--- src/common/arkanoid_input_defs.svh ---
// Arkanoid player-input constants
// Scan codes, joystick bit map, divider counts and widths shared by the input blocks
`ifndef ARKANOID_INPUT_DEFS_SVH
`define ARKANOID_INPUT_DEFS_SVH

`define ARK_POS_W       12      // Signed spinner position accumulator
`define ARK_CE6_DIV     8       // 48 MHz / 8 = 6 MHz tick
`define ARK_STEP_DIV    1500    // 6 MHz / 1500 = 4 kHz quadrature step
`define ARK_POLL_TICKS  48000   // Roughly 8 ms, a 125 Hz mouse poll
`define ARK_DPAD_SLOW   4
`define ARK_DPAD_FAST   9
`define ARK_CE12_DIV    4       // Encoder sampling at 12 MHz
`define ARK_DIP_INDEX   8'd254  // Loader index of the DIP bank

// PS/2 set 2 make codes
`define ARK_KEY_START1  8'h16   // 1
`define ARK_KEY_START2  8'h1E   // 2
`define ARK_KEY_COIN1   8'h2E   // 5
`define ARK_KEY_COIN2   8'h36   // 6
`define ARK_KEY_SERVICE 8'h46   // 9
`define ARK_KEY_PAUSE   8'h4D   // P
`define ARK_KEY_FAST    8'h11   // Alt
`define ARK_KEY_LEFT    8'h6B
`define ARK_KEY_RIGHT   8'h74
`define ARK_KEY_FIRE    8'h29   // Space

// Joystick word bit positions
`define ARK_JOY_RIGHT   0
`define ARK_JOY_LEFT    1
`define ARK_JOY_FIRE    4
`define ARK_JOY_FAST    5
`define ARK_JOY_START1  6
`define ARK_JOY_COIN1   7
`define ARK_JOY_START2  8
`define ARK_JOY_PAUSE   9

`endif

--- src/common/arkanoid_input_pkg.sv ---
// Arkanoid input package
// Quadrature phase stepping shared by the emulated spinner and the encoder path
package arkanoid_input_pkg;

	//////////////////////////////
	// Forward runs 00 01 11 10, reverse runs it backwards
	function automatic logic [1:0] quad_step(input logic [1:0] phase, input logic dir);
		logic [1:0] next;
		case (phase)
			2'b00:   next = dir ? 2'b01 : 2'b10;
			2'b01:   next = dir ? 2'b11 : 2'b00;
			2'b11:   next = dir ? 2'b10 : 2'b01;
			default: next = dir ? 2'b00 : 2'b11;  // Phase 10
		endcase
		return next;
	endfunction

endpackage

--- src/common/arcade_buttons_if.sv ---
// Arcade button bundle
// Held keyboard levels, active high, passed from the PS/2 decoder to the merge logic
`timescale 1ns/1ns

interface arcade_buttons_if;

	logic left;     // Paddle left
	logic right;    // Paddle right
	logic fast;     // D-pad speed modifier
	logic fire;
	logic start1;
	logic start2;
	logic coin1;
	logic coin2;
	logic service;
	logic pause;    // Decoded only, no cabinet pin

	// Decoder side
	modport kbd (
		output left, right, fast, fire, start1, start2, coin1, coin2, service, pause
	);

	// Merge side
	modport merge (
		input left, right, fast, fire, start1, start2, coin1, coin2, service, pause
	);

endinterface

--- src/hw/controls/kbd_decoder.sv ---
// PS/2 keyboard decoder
// Watches the event toggle of the PS/2 key word and holds one level per
// arcade button, set on make and cleared on break. Unknown codes are ignored
`timescale 1ns/1ns
`include "arkanoid_input_defs.svh"

module kbd_decoder (
	input  logic        CLK_48M,
	input  logic        rst,
	input  logic [10:0] ps2_key,   // [10] toggle, [9] pressed, [7:0] code
	arcade_buttons_if.kbd btn
);

	logic       old_toggle;
	logic       pressed;
	logic [7:0] code;

	assign pressed = ps2_key[9];
	assign code    = ps2_key[7:0];

	always_ff @(posedge CLK_48M) begin
		if (rst) begin
			old_toggle  <= 1'b0;
			btn.left    <= 1'b0;
			btn.right   <= 1'b0;
			btn.fast    <= 1'b0;
			btn.fire    <= 1'b0;
			btn.start1  <= 1'b0;
			btn.start2  <= 1'b0;
			btn.coin1   <= 1'b0;
			btn.coin2   <= 1'b0;
			btn.service <= 1'b0;
			btn.pause   <= 1'b0;
		end else begin
			old_toggle <= ps2_key[10];
			if (old_toggle != ps2_key[10]) begin  // New key event
				case (code)
					`ARK_KEY_START1:  btn.start1  <= pressed;
					`ARK_KEY_START2:  btn.start2  <= pressed;
					`ARK_KEY_COIN1:   btn.coin1   <= pressed;
					`ARK_KEY_COIN2:   btn.coin2   <= pressed;
					`ARK_KEY_SERVICE: btn.service <= pressed;
					`ARK_KEY_PAUSE:   btn.pause   <= pressed;
					`ARK_KEY_FAST:    btn.fast    <= pressed;
					`ARK_KEY_LEFT:    btn.left    <= pressed;
					`ARK_KEY_RIGHT:   btn.right   <= pressed;
					`ARK_KEY_FIRE:    btn.fire    <= pressed;
					default: ;  // Not a game key
				endcase
			end
		end
	end

	// Pause only ever rises after a pause make code
	a_pause_src: assert property (@(posedge CLK_48M) disable iff (rst)
		$rose(btn.pause) |-> $past(code) == `ARK_KEY_PAUSE)
		else $error("pause set by scan code %h", $past(code));

endmodule

--- src/hw/controls/cabinet_inputs.sv ---
// Cabinet input merge
// ORs keyboard, joystick, mouse buttons and user-port fire into the
// active-low cabinet inputs, and keeps the DIP switch byte from the loader
`timescale 1ns/1ns
`include "arkanoid_input_defs.svh"

module cabinet_inputs (
	input  logic        CLK_48M,
	input  logic        rst,
	arcade_buttons_if.merge btn,
	input  logic [31:0] joystick,
	input  logic [1:0]  mouse_buttons,
	input  logic        user_fire_n,    // User-port fire, active low
	input  logic        use_io,         // Real encoder in use
	input  logic        ioctl_wr,
	input  logic [7:0]  ioctl_index,
	input  logic [24:0] ioctl_addr,
	input  logic [7:0]  ioctl_dout,
	output logic        left,           // Merged levels to the spinner
	output logic        right,
	output logic        fast,
	output logic        coin1,          // Cabinet side, active low
	output logic        coin2,
	output logic        btn_shot,
	output logic        btn_service,
	output logic        btn_1p_start,
	output logic        btn_2p_start,
	output logic [7:0]  dip_sw
);

	logic       fire;
	logic [7:0] dip_byte;  // Byte 0 of the DIP bank, as written

	//////////////////////////////
	// Merge, all combinational

	assign left  = btn.left  | joystick[`ARK_JOY_LEFT];
	assign right = btn.right | joystick[`ARK_JOY_RIGHT];
	assign fast  = btn.fast  | joystick[`ARK_JOY_FAST];

	// User-port fire only counts with the real spinner attached
	assign fire = btn.fire | joystick[`ARK_JOY_FIRE] | (|mouse_buttons) | (use_io & ~user_fire_n);

	assign coin1        = ~(btn.coin1 | joystick[`ARK_JOY_COIN1]);
	assign coin2        = ~btn.coin2;          // Keyboard only
	assign btn_shot     = ~fire;
	assign btn_service  = ~btn.service;
	assign btn_1p_start = ~(btn.start1 | joystick[`ARK_JOY_START1]);
	assign btn_2p_start = ~(btn.start2 | joystick[`ARK_JOY_START2]);

	//////////////////////////////
	// DIP capture

	always_ff @(posedge CLK_48M) begin
		if (rst)
			dip_byte <= 8'h00;
		else if (ioctl_wr && ioctl_index == `ARK_DIP_INDEX && ioctl_addr == 25'd0)
			dip_byte <= ioctl_dout;
	end

	assign dip_sw = ~dip_byte;  // Switches are active low on the board

endmodule

--- src/hw/spinner/encoder_downsampler.sv ---
// Encoder pulse halving
// Samples the user-port quadrature pins at 12 MHz and steps a raw phase once
// per edge of pin A, so a 600 pulse encoder reads as the original 300
`timescale 1ns/1ns
`include "arkanoid_input_defs.svh"

module encoder_downsampler (
	input  logic       CLK_48M,
	input  logic       rst,
	input  logic [1:0] user_pins,   // [0] A, [1] B
	output logic [1:0] raw_phase
);

	import arkanoid_input_pkg::*;

	localparam int CE_W = $clog2(`ARK_CE12_DIV);

	logic [CE_W-1:0] ce_cnt;    // 12 MHz sample enable
	logic            pin_a_q;   // Last sampled A
	logic            pin_a;
	logic            pin_b;

	assign pin_a = user_pins[0];
	assign pin_b = user_pins[1];

	always_ff @(posedge CLK_48M) begin
		if (rst) begin
			ce_cnt    <= '0;
			pin_a_q   <= 1'b0;
			raw_phase <= 2'b11;
		end else begin
			ce_cnt <= (ce_cnt == CE_W'(`ARK_CE12_DIV - 1)) ? '0 : ce_cnt + 1'b1;
			if (ce_cnt == '0) begin
				pin_a_q <= pin_a;
				// B alone is ignored, A edges set the pace
				if (pin_a_q != pin_a)
					raw_phase <= quad_step(raw_phase, pin_a ^ pin_b);
			end
		end
	end

	// At most one bit of the phase moves per clock
	a_raw_gray: assert property (@(posedge CLK_48M) disable iff (rst)
		$countones(raw_phase ^ $past(raw_phase)) <= 1)
		else $error("raw phase jumped from %b to %b", $past(raw_phase), raw_phase);

endmodule

--- src/hw/spinner/spinner_emulator.sv ---
// Spinner emulation
// Mouse X motion and held d-pad directions feed a signed position that is
// paid out as quadrature steps at 4 kHz. Pin activity on the user port
// switches the output over to the real encoder phase
`timescale 1ns/1ns
`include "arkanoid_input_defs.svh"

module spinner_emulator (
	input  logic        CLK_48M,
	input  logic        rst,
	input  logic [24:0] ps2_mouse,   // [24] toggle, [15:8] dx, [4] dx sign
	input  logic        left,
	input  logic        right,
	input  logic        fast,
	input  logic [1:0]  user_pins,   // Encoder A/B pins
	input  logic        io_enable,   // Real encoder allowed
	input  logic [1:0]  raw_phase,
	output logic        use_io,
	output logic [1:0]  spinner
);

	import arkanoid_input_pkg::*;

	localparam int POS_W  = `ARK_POS_W;
	localparam int CE_W   = $clog2(`ARK_CE6_DIV);
	localparam int STEP_W = $clog2(`ARK_STEP_DIV);
	localparam int POLL_W = $clog2(`ARK_POLL_TICKS + 1);

	localparam logic signed [POS_W-1:0] DPAD_SLOW = POS_W'(`ARK_DPAD_SLOW);
	localparam logic signed [POS_W-1:0] DPAD_FAST = POS_W'(`ARK_DPAD_FAST);

	logic [CE_W-1:0]          ce_cnt;      // 6 MHz tick divider
	logic [STEP_W-1:0]        step_cnt;    // 4 kHz step divider
	logic [POLL_W-1:0]        poll_cnt;    // D-pad poll timer
	logic signed [POS_W-1:0]  position;    // Steps still owed, sign is direction
	logic [1:0]               emu_phase;
	logic                     mouse_tog_q;
	logic [1:0]               pins_q;

	logic                     tick;
	logic                     step_now;
	logic                     mouse_evt;
	logic signed [POS_W-1:0]  pos_stepped;
	logic signed [POS_W-1:0]  mouse_dx;
	logic signed [POS_W-1:0]  dpad_load;

	assign tick      = (ce_cnt == '0);
	assign step_now  = (step_cnt == '0) && (position != '0);
	assign mouse_evt = (mouse_tog_q != ps2_mouse[24]);
	assign mouse_dx  = {{(POS_W-8){ps2_mouse[4]}}, ps2_mouse[15:8]};
	assign dpad_load = fast ? DPAD_FAST : DPAD_SLOW;

	// One unit toward zero per step taken
	assign pos_stepped = !step_now ? position :
	                     position[POS_W-1] ? position + 1'b1 : position - 1'b1;

	//////////////////////////////
	// Position and phase

	always_ff @(posedge CLK_48M) begin
		if (rst) begin
			ce_cnt      <= '0;
			step_cnt    <= '0;
			poll_cnt    <= '0;
			position    <= '0;
			emu_phase   <= 2'b11;
			mouse_tog_q <= 1'b0;
			pins_q      <= 2'b00;
			use_io      <= 1'b0;
		end else begin
			ce_cnt <= (ce_cnt == CE_W'(`ARK_CE6_DIV - 1)) ? '0 : ce_cnt + 1'b1;
			pins_q <= user_pins;

			if (tick) begin
				step_cnt    <= (step_cnt == STEP_W'(`ARK_STEP_DIV - 1)) ? '0 : step_cnt + 1'b1;
				mouse_tog_q <= ps2_mouse[24];

				if (step_now)  // Positive position steps forward
					emu_phase <= quad_step(emu_phase, ~position[POS_W-1]);
				position <= pos_stepped;

				if (mouse_evt) begin
					use_io <= 1'b0;
					if (!(^position[POS_W-1:POS_W-2]))  // Overflow guard
						position <= pos_stepped + mouse_dx;
				end

				// D-pad reloads the position once per poll while held
				if (left | right) begin
					use_io <= 1'b0;
					if (poll_cnt == POLL_W'(`ARK_POLL_TICKS)) begin
						position <= right ? dpad_load : -dpad_load;
						poll_cnt <= '0;
					end else begin
						poll_cnt <= poll_cnt + 1'b1;
					end
				end else begin
					poll_cnt <= '0;
				end
			end

			if (pins_q != user_pins)
				use_io <= 1'b1;   // Real encoder is turning
			if (!io_enable)
				use_io <= 1'b0;
		end
	end

	assign spinner = use_io ? raw_phase : emu_phase;

	// Emulated phase stays on the Gray sequence
	a_emu_gray: assert property (@(posedge CLK_48M) disable iff (rst)
		$countones(emu_phase ^ $past(emu_phase)) <= 1)
		else $error("emulated phase jumped from %b to %b", $past(emu_phase), emu_phase);

endmodule

--- src/hw/arkanoid_inputs.sv ---
// Arkanoid player-input front end
// Keyboard decode, cabinet merge, DIP capture, spinner emulation and real
// encoder halving, wired to the game's cabinet inputs
`timescale 1ns/1ns

module arkanoid_inputs (
	input  logic        CLK_48M,
	input  logic        rst,
	input  logic [10:0] ps2_key,
	input  logic [24:0] ps2_mouse,
	input  logic [31:0] joystick,
	input  logic [1:0]  user_pins,     // Encoder A/B
	input  logic        user_fire_n,
	input  logic        io_enable,
	input  logic        ioctl_wr,
	input  logic [7:0]  ioctl_index,
	input  logic [24:0] ioctl_addr,
	input  logic [7:0]  ioctl_dout,
	output logic [1:0]  spinner,
	output logic        coin1,
	output logic        coin2,
	output logic        btn_shot,
	output logic        btn_service,
	output logic        btn_1p_start,
	output logic        btn_2p_start,
	output logic [7:0]  dip_sw
);

	logic       m_left;    // Merged d-pad levels
	logic       m_right;
	logic       m_fast;
	logic       use_io;
	logic [1:0] raw_phase;

	arcade_buttons_if kbd_btn ();

	kbd_decoder u_kbd_decoder (.CLK_48M, .rst, .ps2_key, .btn(kbd_btn));

	cabinet_inputs u_cabinet_inputs (
		.CLK_48M, .rst, .btn(kbd_btn), .joystick,
		.mouse_buttons(ps2_mouse[1:0]), .user_fire_n, .use_io,
		.ioctl_wr, .ioctl_index, .ioctl_addr, .ioctl_dout,
		.left(m_left), .right(m_right), .fast(m_fast),
		.coin1, .coin2, .btn_shot, .btn_service, .btn_1p_start, .btn_2p_start, .dip_sw
	);

	encoder_downsampler u_encoder_downsampler (.CLK_48M, .rst, .user_pins, .raw_phase);

	spinner_emulator u_spinner_emulator (
		.CLK_48M, .rst, .ps2_mouse, .left(m_left), .right(m_right), .fast(m_fast),
		.user_pins, .io_enable, .raw_phase, .use_io, .spinner
	);

endmodule

--- config.mk ---
export PLATFORM = sky130hd
export DESIGN_NAME = arkanoid_inputs
export DESIGN_NICKNAME = d
export VERILOG_FILES = /design/src/common/arkanoid_input_pkg.sv /design/src/common/arcade_buttons_if.sv /design/src/hw/controls/kbd_decoder.sv /design/src/hw/controls/cabinet_inputs.sv /design/src/hw/spinner/encoder_downsampler.sv /design/src/hw/spinner/spinner_emulator.sv /design/src/hw/arkanoid_inputs.sv
export VERILOG_INCLUDE_DIRS = /design/src /design/src/common
export SDC_FILE = /design/constraint.sdc
export NUM_CORES = 1
export LEC_CHECK = 0
export BUFFER_PORTS_ARGS = -buffer_cell sky130_fd_sc_hd__buf_2
export CORE_MARGIN = 8
export CORE_UTILIZATION = 40
export CTS_CLUSTER_SIZE = 30
export DETAILED_ROUTE_END_ITERATION = 16
export PLACE_DENSITY_LB_ADDON = 0.12
export SKIP_LAST_GASP = 1
export SYNTH_ARGS = -nofsm -noshare
export SYNTH_HDL_FRONTEND = slang
export SYNTH_SLANG_ARGS = --single-unit
--- constraint.sdc ---
create_clock -name CLK_48M -period 11.55 [get_ports CLK_48M]
set_clock_uncertainty 0.15 [all_clocks]
set_input_delay 1.155 -clock CLK_48M [delete_from_list [all_inputs] [get_ports CLK_48M]]
set_output_delay 1.155 -clock CLK_48M [all_outputs]
set_load 0.05 [all_outputs]
; ---- After elaboration in Yosys (flattened, before gate mapping)
; Cells that the tools add are included.
[totals]
register_bits = 71
in_bits = 116
output_inout_bits = 16
elab_cells = 128
[classes]
n_addsub = 8
eq_ne = 22
n_mux = 26
n_bitwise = 21
reduce_logical = 29
[op_table]
columns = cell, count
row1 = 12-bit 2-to-1 mux, 7
row2 = 16-bit 2-to-1 mux, 2
row3 = 25-bit logical NOT, 1
row4 = "8-bit by 5-bit == test with 1-bit output, second input constant", 3
row5 = "8-bit by 6-bit == test with 1-bit output, second input constant", 3
row6 = "8-bit by 7-bit == test with 1-bit output, second input constant", 3
row7 = 2-bit AND reduction, 12
row8 = 2-bit 2-to-1 mux, 9
row9 = "16-bit by 1-bit adder with 16-bit output, second input constant", 1
row10 = "16-bit == test, second input constant", 1
row11 = "12-bit by 1-bit adder with 12-bit output, second input constant", 1
row12 = 12-bit by 9-bit adder with 12-bit output, 1
row13 = 12-bit negation, 1
row14 = 2-bit one-hot mux with 3 select lines, 2
row15 = 12-bit nonzero test, 1
row16 = "12-bit by 1-bit subtractor with 12-bit output, second input constant", 1
row17 = "11-bit by 1-bit adder with 11-bit output, second input constant", 1
row18 = "11-bit == test, second input constant", 1
row19 = 11-bit logical NOT, 1
row20 = 11-bit 2-to-1 mux, 1
row21 = 1-bit bitwise OR, 10
row22 = "8-bit == test, second input constant", 1
row23 = 1-bit inverter, 8
row24 = 8-bit inverter, 1
row25 = other kinds (18), 33

; ---- Depth between registers and ports, before layout
[logic_depth]
word_depth = 8
ltp_mapped = 18
mapped_depth_nobuf = 17

; ---- Modules after synthesis
; Synthesis repeated with hierarchy kept, for this count alone.
[unflattened]
cells_unflattened = 577
hier_area_um2 = 4875.9
[by_module_without_submodules]
columns = mod, instances, cells_each, area_per_inst_um2, seq_area_each_um2
row1 = spinner_emulator, 1, 426, 3453.3, 960.9
row2 = kbd_decoder, 1, 60, 595.6, 220.2
row3 = cabinet_inputs, 1, 69, 580.6, 160.2
row4 = encoder_downsampler, 1, 22, 246.5, 100.1

; ---- Worst setup path before layout
; OpenSTA, ideal clock, no wires.
[synth_timing]
path_type = reg-to-reg
start = reg u_spinner_emulator.position[11]
end = reg u_spinner_emulator.position[11]
setup_time_ns = 0.086
arrival_time_ns = 3.734
required_ns = 11.314
slack_ns = 7.579
path_stages_with_launch = 17
n_path_buf = 0
synth_period_minus_slack_ns = 3.971
path_cell_list = dfxtp_1 -> inv_1 -> ha_1 -> nor2b_1 -> o31a_1 -> o2111ai_1 -> nand2_1 -> xor2_1 -> mux2_2 -> ha_1 -> a21oi_1 -> nand2_1 -> nor3_1 -> or4_4 -> and4_4 -> a211o_1 -> a221oi_2
[synth_between]
elab_chain_len = 8
elab_cells_between_ends = 12
classes_between = add/sub (3) / mux (6) / reduce/logical (3)
[synth_rtl]
columns = item, line
row1 = "start, declared", spinner_emulator.sv:35  ; logic signed [POS_W-1:0] position;
row2 = "start signal, assigned", spinner_emulator.sv:80  ; position <= pos_stepped;
row3 = "start signal, assigned", spinner_emulator.sv:85  ; position <= pos_stepped + mouse_dx;
row4 = "start signal, assigned", spinner_emulator.sv:92  ; position <= right ? dpad_load : -dpad_load;
row5 = 12-bit by 1-bit subtractor with 12-bit output (tied with other cells), spinner_emulator.sv:55  ; position[POS_W-1] ? position + 1'b1 : position - 1'b1;
row6 = 12-bit 2-to-1 mux / 1-bit logical AND (equally long branches), "spinner_emulator.sv:55, spinner_emulator.sv:48"
row7 = 12-bit 2-to-1 mux, spinner_emulator.sv:54  ; assign pos_stepped = !step_now ? position :
row8 = 12-bit by 9-bit adder with 12-bit output, spinner_emulator.sv:85
row9 = 12-bit 2-to-1 mux, spinner_emulator.sv:84  ; if (!(^position[POS_W-1:POS_W-2]))
row10 = 12-bit 2-to-1 mux *, spinner_emulator.sv:82  ; if (mouse_evt) begin
row11 = 12-bit 2-to-1 mux, spinner_emulator.sv:91  ; if (poll_cnt == POLL_W'(`ARK_POLL_TICKS)) begin
row12 = 12-bit 2-to-1 mux *, spinner_emulator.sv:89  ; if (left | right) begin
; Mark *: on every way between the ends. The rest lies on a longest branch, timed or not.
; A chain may end at the register's enable or synchronous reset.

; ---- Worst setup path in the final report
; Same ends and word-level chain as after synthesis.

==> impl_summary.txt <==
----------------------------------------------------
[Timing]
  Number of pins exceeding their max-slew limit in the final report ... 0
  Unrepaired setup endpoints after global routing ... no
  Worst slack on hold paths ... 307 ps
  Slew Limit Headroom ... 37.6%
  Fmax achieved ... ~200 MHz
  Setup violators final ... 0
  Final period utilization ... 42.2%
  Transition time at the pin with the least slew margin ... slightly above 900 ps
  Number of failing hold endpoints at the final stage ... 0
  Total negative setup slack ... 0 ps
  Final critical delay including setup and external delays ... between 4000 and 5000 ps

[Worst setup path]
  Startpoint of the most critical register-to-register path ... u_spinner_emulator.position[11]$_SDFFE_PP0P_
  Source of the critical timing path ... u_spinner_emulator.position[11]$_SDFFE_PP0P_
  CP endpoint kind ... flop
  Type of the setup path with the least slack ... reg -> reg
  Arrival time at the worst endpoint ... roughly 5000 ps
  Worst stage delay on the critical path ... 640 ps
  Cell class contributing the biggest share of worst-path delay ... simple AND/OR/NAND/NOR gates
  Master of the slowest instance on the critical path ... o21ai_0
  Worst Path Required ... 11640 ps
  Startpoint types ... flop
  Cell breakdown of the critical path ... inv_1, ha_1, nor4b_1, nand3_1, nand4_1, o21ai_0, ha_1, o211ai_1, o21ai_1, nor3_1, or4_4, and4_4, a211o_1, a221oi_2
  Crit path buffers/inverters ... 1
  Largest driver fanout on the critical path ... 18
  Cell mode on critical path ... ha_1

[Power and ir drop]
  Areal power density over the cells ... 271 nW/µm²
  Switching fraction of total power ... 44.8%
  Worst IR Drop VDD ... 0.243 mV
  Static leakage ... ~2.3 nW
  Portion of total power attributed to sequential cells ... 20.3%
  Share of power burned in combinational logic ... 60.8%
  Clock network fraction of total power ... between 10% and 20%
  Internal Power ... around 830 µW
  Sum of internal, switching and leakage power ... 1.51 mW
  Switching power of the nets ... 676 µW

[Status]
  Status ... completed

[Global route]
  Wire length of the first global-routing pass ... 20600 µm
  Maximum number of pins on one net before global-route repair ... 43
  Aggregate global routing overflow ... 0
  Total global routing track utilization ... between 15 and 20%
  Number of antenna violations at the first check in global routing ... 0
  Via count of the first global-routing pass ... 4513

[Job]
  Number of max-capacitance violations reported ... 0

[Clock tree]
  Clock tree from TritonCTS ... built
  Number of buffers added for setup after CTS ... 0
  Sinks on the clock net ... 71
  Clock latency on the worst-skew pair ... 330 ps
  Number of hold buffers added after cts ... 0
  Clock Tree Buf Depth ... 2
  Num CTS Buffers ... 9
  CTS H-Tree Depth ... 3
  PostCTS Resize Cnt ... 0
  Clock transition at path regs ... 60 ps
  Buffer cell driving the clock tree root ... clkbuf_16

[Floorplan]
  Starting density of the core ... 41.1%
  Total die area ... 15500 µm²
  Die Span Y ... between 100 and 150 µm
  Core ar. ... 11500 µm²
  IO Pins ... around 130
  Width of the die ... 124 µm
  Cell row count ... 39

[Yosys]
  Most repeated cell in the gate-level netlist after synthesis ... dfxtp_1
  Number of enable flip-flop cells after synthesis ... 0
  Post-synthesis mux area share ... 4.12%
  Total number of yosys warnings ... 0
  Synthesized instance count ... between 500 and 600
  Xor and xnor area share after synthesis ... 7.81%
  Sequential cell area fraction in the yosys report ... 30.2%
  Avg Synthesized Cell Area ... 7.97 µm²
  Dominant combinational cell family by area after synthesis ... simple AND/OR/NAND/NOR gates
  Main synth FF type ... dfxtp_1
  #FFs+latches synth ... 71
  Area fraction of the dominant cell type after synthesis ... between 30% and 40%
  Fraction of registers with async set or reset after synthesis ... 0%
  Number of different library cells in the post-synthesis netlist ... 62
  Synthesized-area fraction occupied by ao, oa, aoi and oai cells ... 16.8%
  Ranking of synthesized cells by area ... dfxtp_1 30%, ha_1 9.3%, nor2_1 5.3%
  Fraction of the mapped netlist area in simple logic gates ... 26.3%
  Cell type with the highest aggregate area in the netlist ... dfxtp_1
  Mapped cell area ... 4710 µm²
  Commonest cells in the synthesized netlist ... 71 x dfxtp_1, 66 x nor2_1, 56 x nand2_1
  Nets in the synthesized netlist ... around 740
  Adder-cell share of the synthesized area ... 10.2%

[Layout]
  Area overhead of the layout relative to synthesis ... 18.3%
  Layout cells sized above 1 ... roughly a fifth
  Antenna diode count ... 0
  Number of nets in the layout ... between 800 and 900

[Drt]
  Number of nets with antenna violations after detailed routing ... 0
  Total Wirelength ... approximately 12000 µm
  Post-detailed-route wirelength per cell ... 15.0 µm
  Number of search-and-repair iterations in the first detailed-routing pass ... 4
  Drt initial violations ... about 290
  Total number of vias ... 4471
  Via density per instance ... 5.45
  DRC violation count after routing ... 0

[Min path]
  Path class of the lowest-slack min-delay path ... reg -> reg
  HP Start ... u_encoder_downsampler.ce_cnt[0]$_SDFF_PP0_

[Placement]
  Port-buffer cells ... slightly above 90
  Half-perimeter wire length after placement ... between 9000 and 10000 µm
  Routability congestion estimate from global placement ... 0.845

----------------------------------------------------
state kept, by name, indices dropped and copies added, names as in the netlist:
name,cells
u_spinner_emulator.poll_cnt,16
u_spinner_emulator.position,12
u_spinner_emulator.step_cnt,11
u_cabinet_inputs.dip_byte,8
u_spinner_emulator.ce_cnt,3
u_encoder_downsampler.ce_cnt,2
u_encoder_downsampler.raw_phase,2
u_spinner_emulator.emu_phase,2
u_spinner_emulator.pins_q,2
u_encoder_downsampler.pin_a_q,1
u_kbd_decoder.btn.coin1,1
u_kbd_decoder.btn.coin2,1
u_kbd_decoder.btn.fast,1
u_kbd_decoder.btn.fire,1
u_kbd_decoder.btn.left,1
u_kbd_decoder.btn.right,1
u_kbd_decoder.btn.service,1
u_kbd_decoder.btn.start1,1
u_kbd_decoder.btn.start2,1
u_kbd_decoder.old_toggle,1
u_spinner_emulator.mouse_tog_q,1
u_spinner_emulator.use_io,1
cells by family (layout without fill, tap and decap cells):
| kind of cell | Yosys count | count (layout) |
|---|---|---|
| AOI/OAI and AO/OA | 125 | 125 |
| xor gates and xnor gates | 42 | 42 |
| adders and majority gates | 37 | 37 |
| buffers and inverters | 55 | 142 |
| DFF | 71 | 71 |
| muxes | 19 | 19 |
| and+or+nand+nor | 242 | 242 |
path summary, 6_finish.rpt:
check	to	slack [ps]	depth (start not counted)
hold reg to reg	u_encoder_downsampler.ce_cnt[0]$_SDFF_PP0_	310	1
hold / removal	u_encoder_downsampler.ce_cnt[0]$_SDFF_PP0_	310	1
setup reg to reg	u_spinner_emulator.position[11]$_SDFFE_PP0P_	6680	14
setup / recovery	u_spinner_emulator.position[11]$_SDFFE_PP0P_	6680	14
through the flow:
step	setup slack, ps	cell area [µm²]	std cells	utilization [%]
after global placement	6840	5260	805	45.9
after global routing	6410	5570	821	48.6
after detailed placement	6730	5260	805	45.9
after floorplan	7580	4710	591	-
final	6680	5570	821	48.6
after CTS	6720	5570	821	48.6
layout by cell type (no fill, tap or decap), types with 4 or more instances in the layout:
master | netlist | final
dfxtp_1 | 71 | 71
xor2_1 | 26 | 26
buf_2 | 0 | 92
o21ai_0 | 32 | 32
nor2b_1 | 9 | 9
ha_1 | 35 | 35
nor3_1 | 20 | 20
mux2i_1 | 16 | 16
or2_2 | 4 | 4
xnor2_1 | 16 | 16
o211ai_1 | 8 | 8
and3_1 | 10 | 10
a31oi_1 | 7 | 7
inv_1 | 33 | 33
a21oi_1 | 34 | 34
o31ai_1 | 4 | 4
nand2_1 | 56 | 56
clkbuf_16 | 0 | 9
a21o_1 | 8 | 8
nor4_1 | 9 | 9
nand4_1 | 12 | 12
nand3_1 | 19 | 19
a211oi_1 | 9 | 9
nor3b_1 | 4 | 4
nor4b_1 | 5 | 5
nand2b_1 | 4 | 4
nor2_1 | 66 | 66
power by group through the flow:
stage | registers (mW) | clock network [mW] | logic (mW)
3_5_place_dp | 0.311 | 0 | 0.914
2_1_floorplan | 0.299 | 0 | 0.723
6_report | 0.307 | 0.284 | 0.918
5_1_grt | 0.310 | 0.303 | 1.02
3_3_place_gp | 0.311 | 0 | 0.894
4_1_cts | 0.306 | 0.292 | 0.920
final cells by class:
| type | count | area [µm²] |
|---|---|---|
| clock buffers | 10 | 239 |
| clock inverters | 6 | 67.6 |
| fillers | 1140 | 5900 |
| inverters | 33 | 124 |
| multi-input cells | 465 | 3070 |
| flip-flops and latches | 71 | 1420 |
| well taps | 143 | 179 |
| repair buffers | 93 | 468 |
routing by layer:
layer | up-vias | GRT usage [%] | wire length (µm)
li1 | 2272 | - | -
met1 | 2061 | 17.7 | 5590
met2 | 120 | 26.1 | 5850
met3 | 18 | 4.98 | 699
met4 | 0 | 5.39 | 198
met5 | - | 0 | 0
Power figures use the tool's default switching activity.
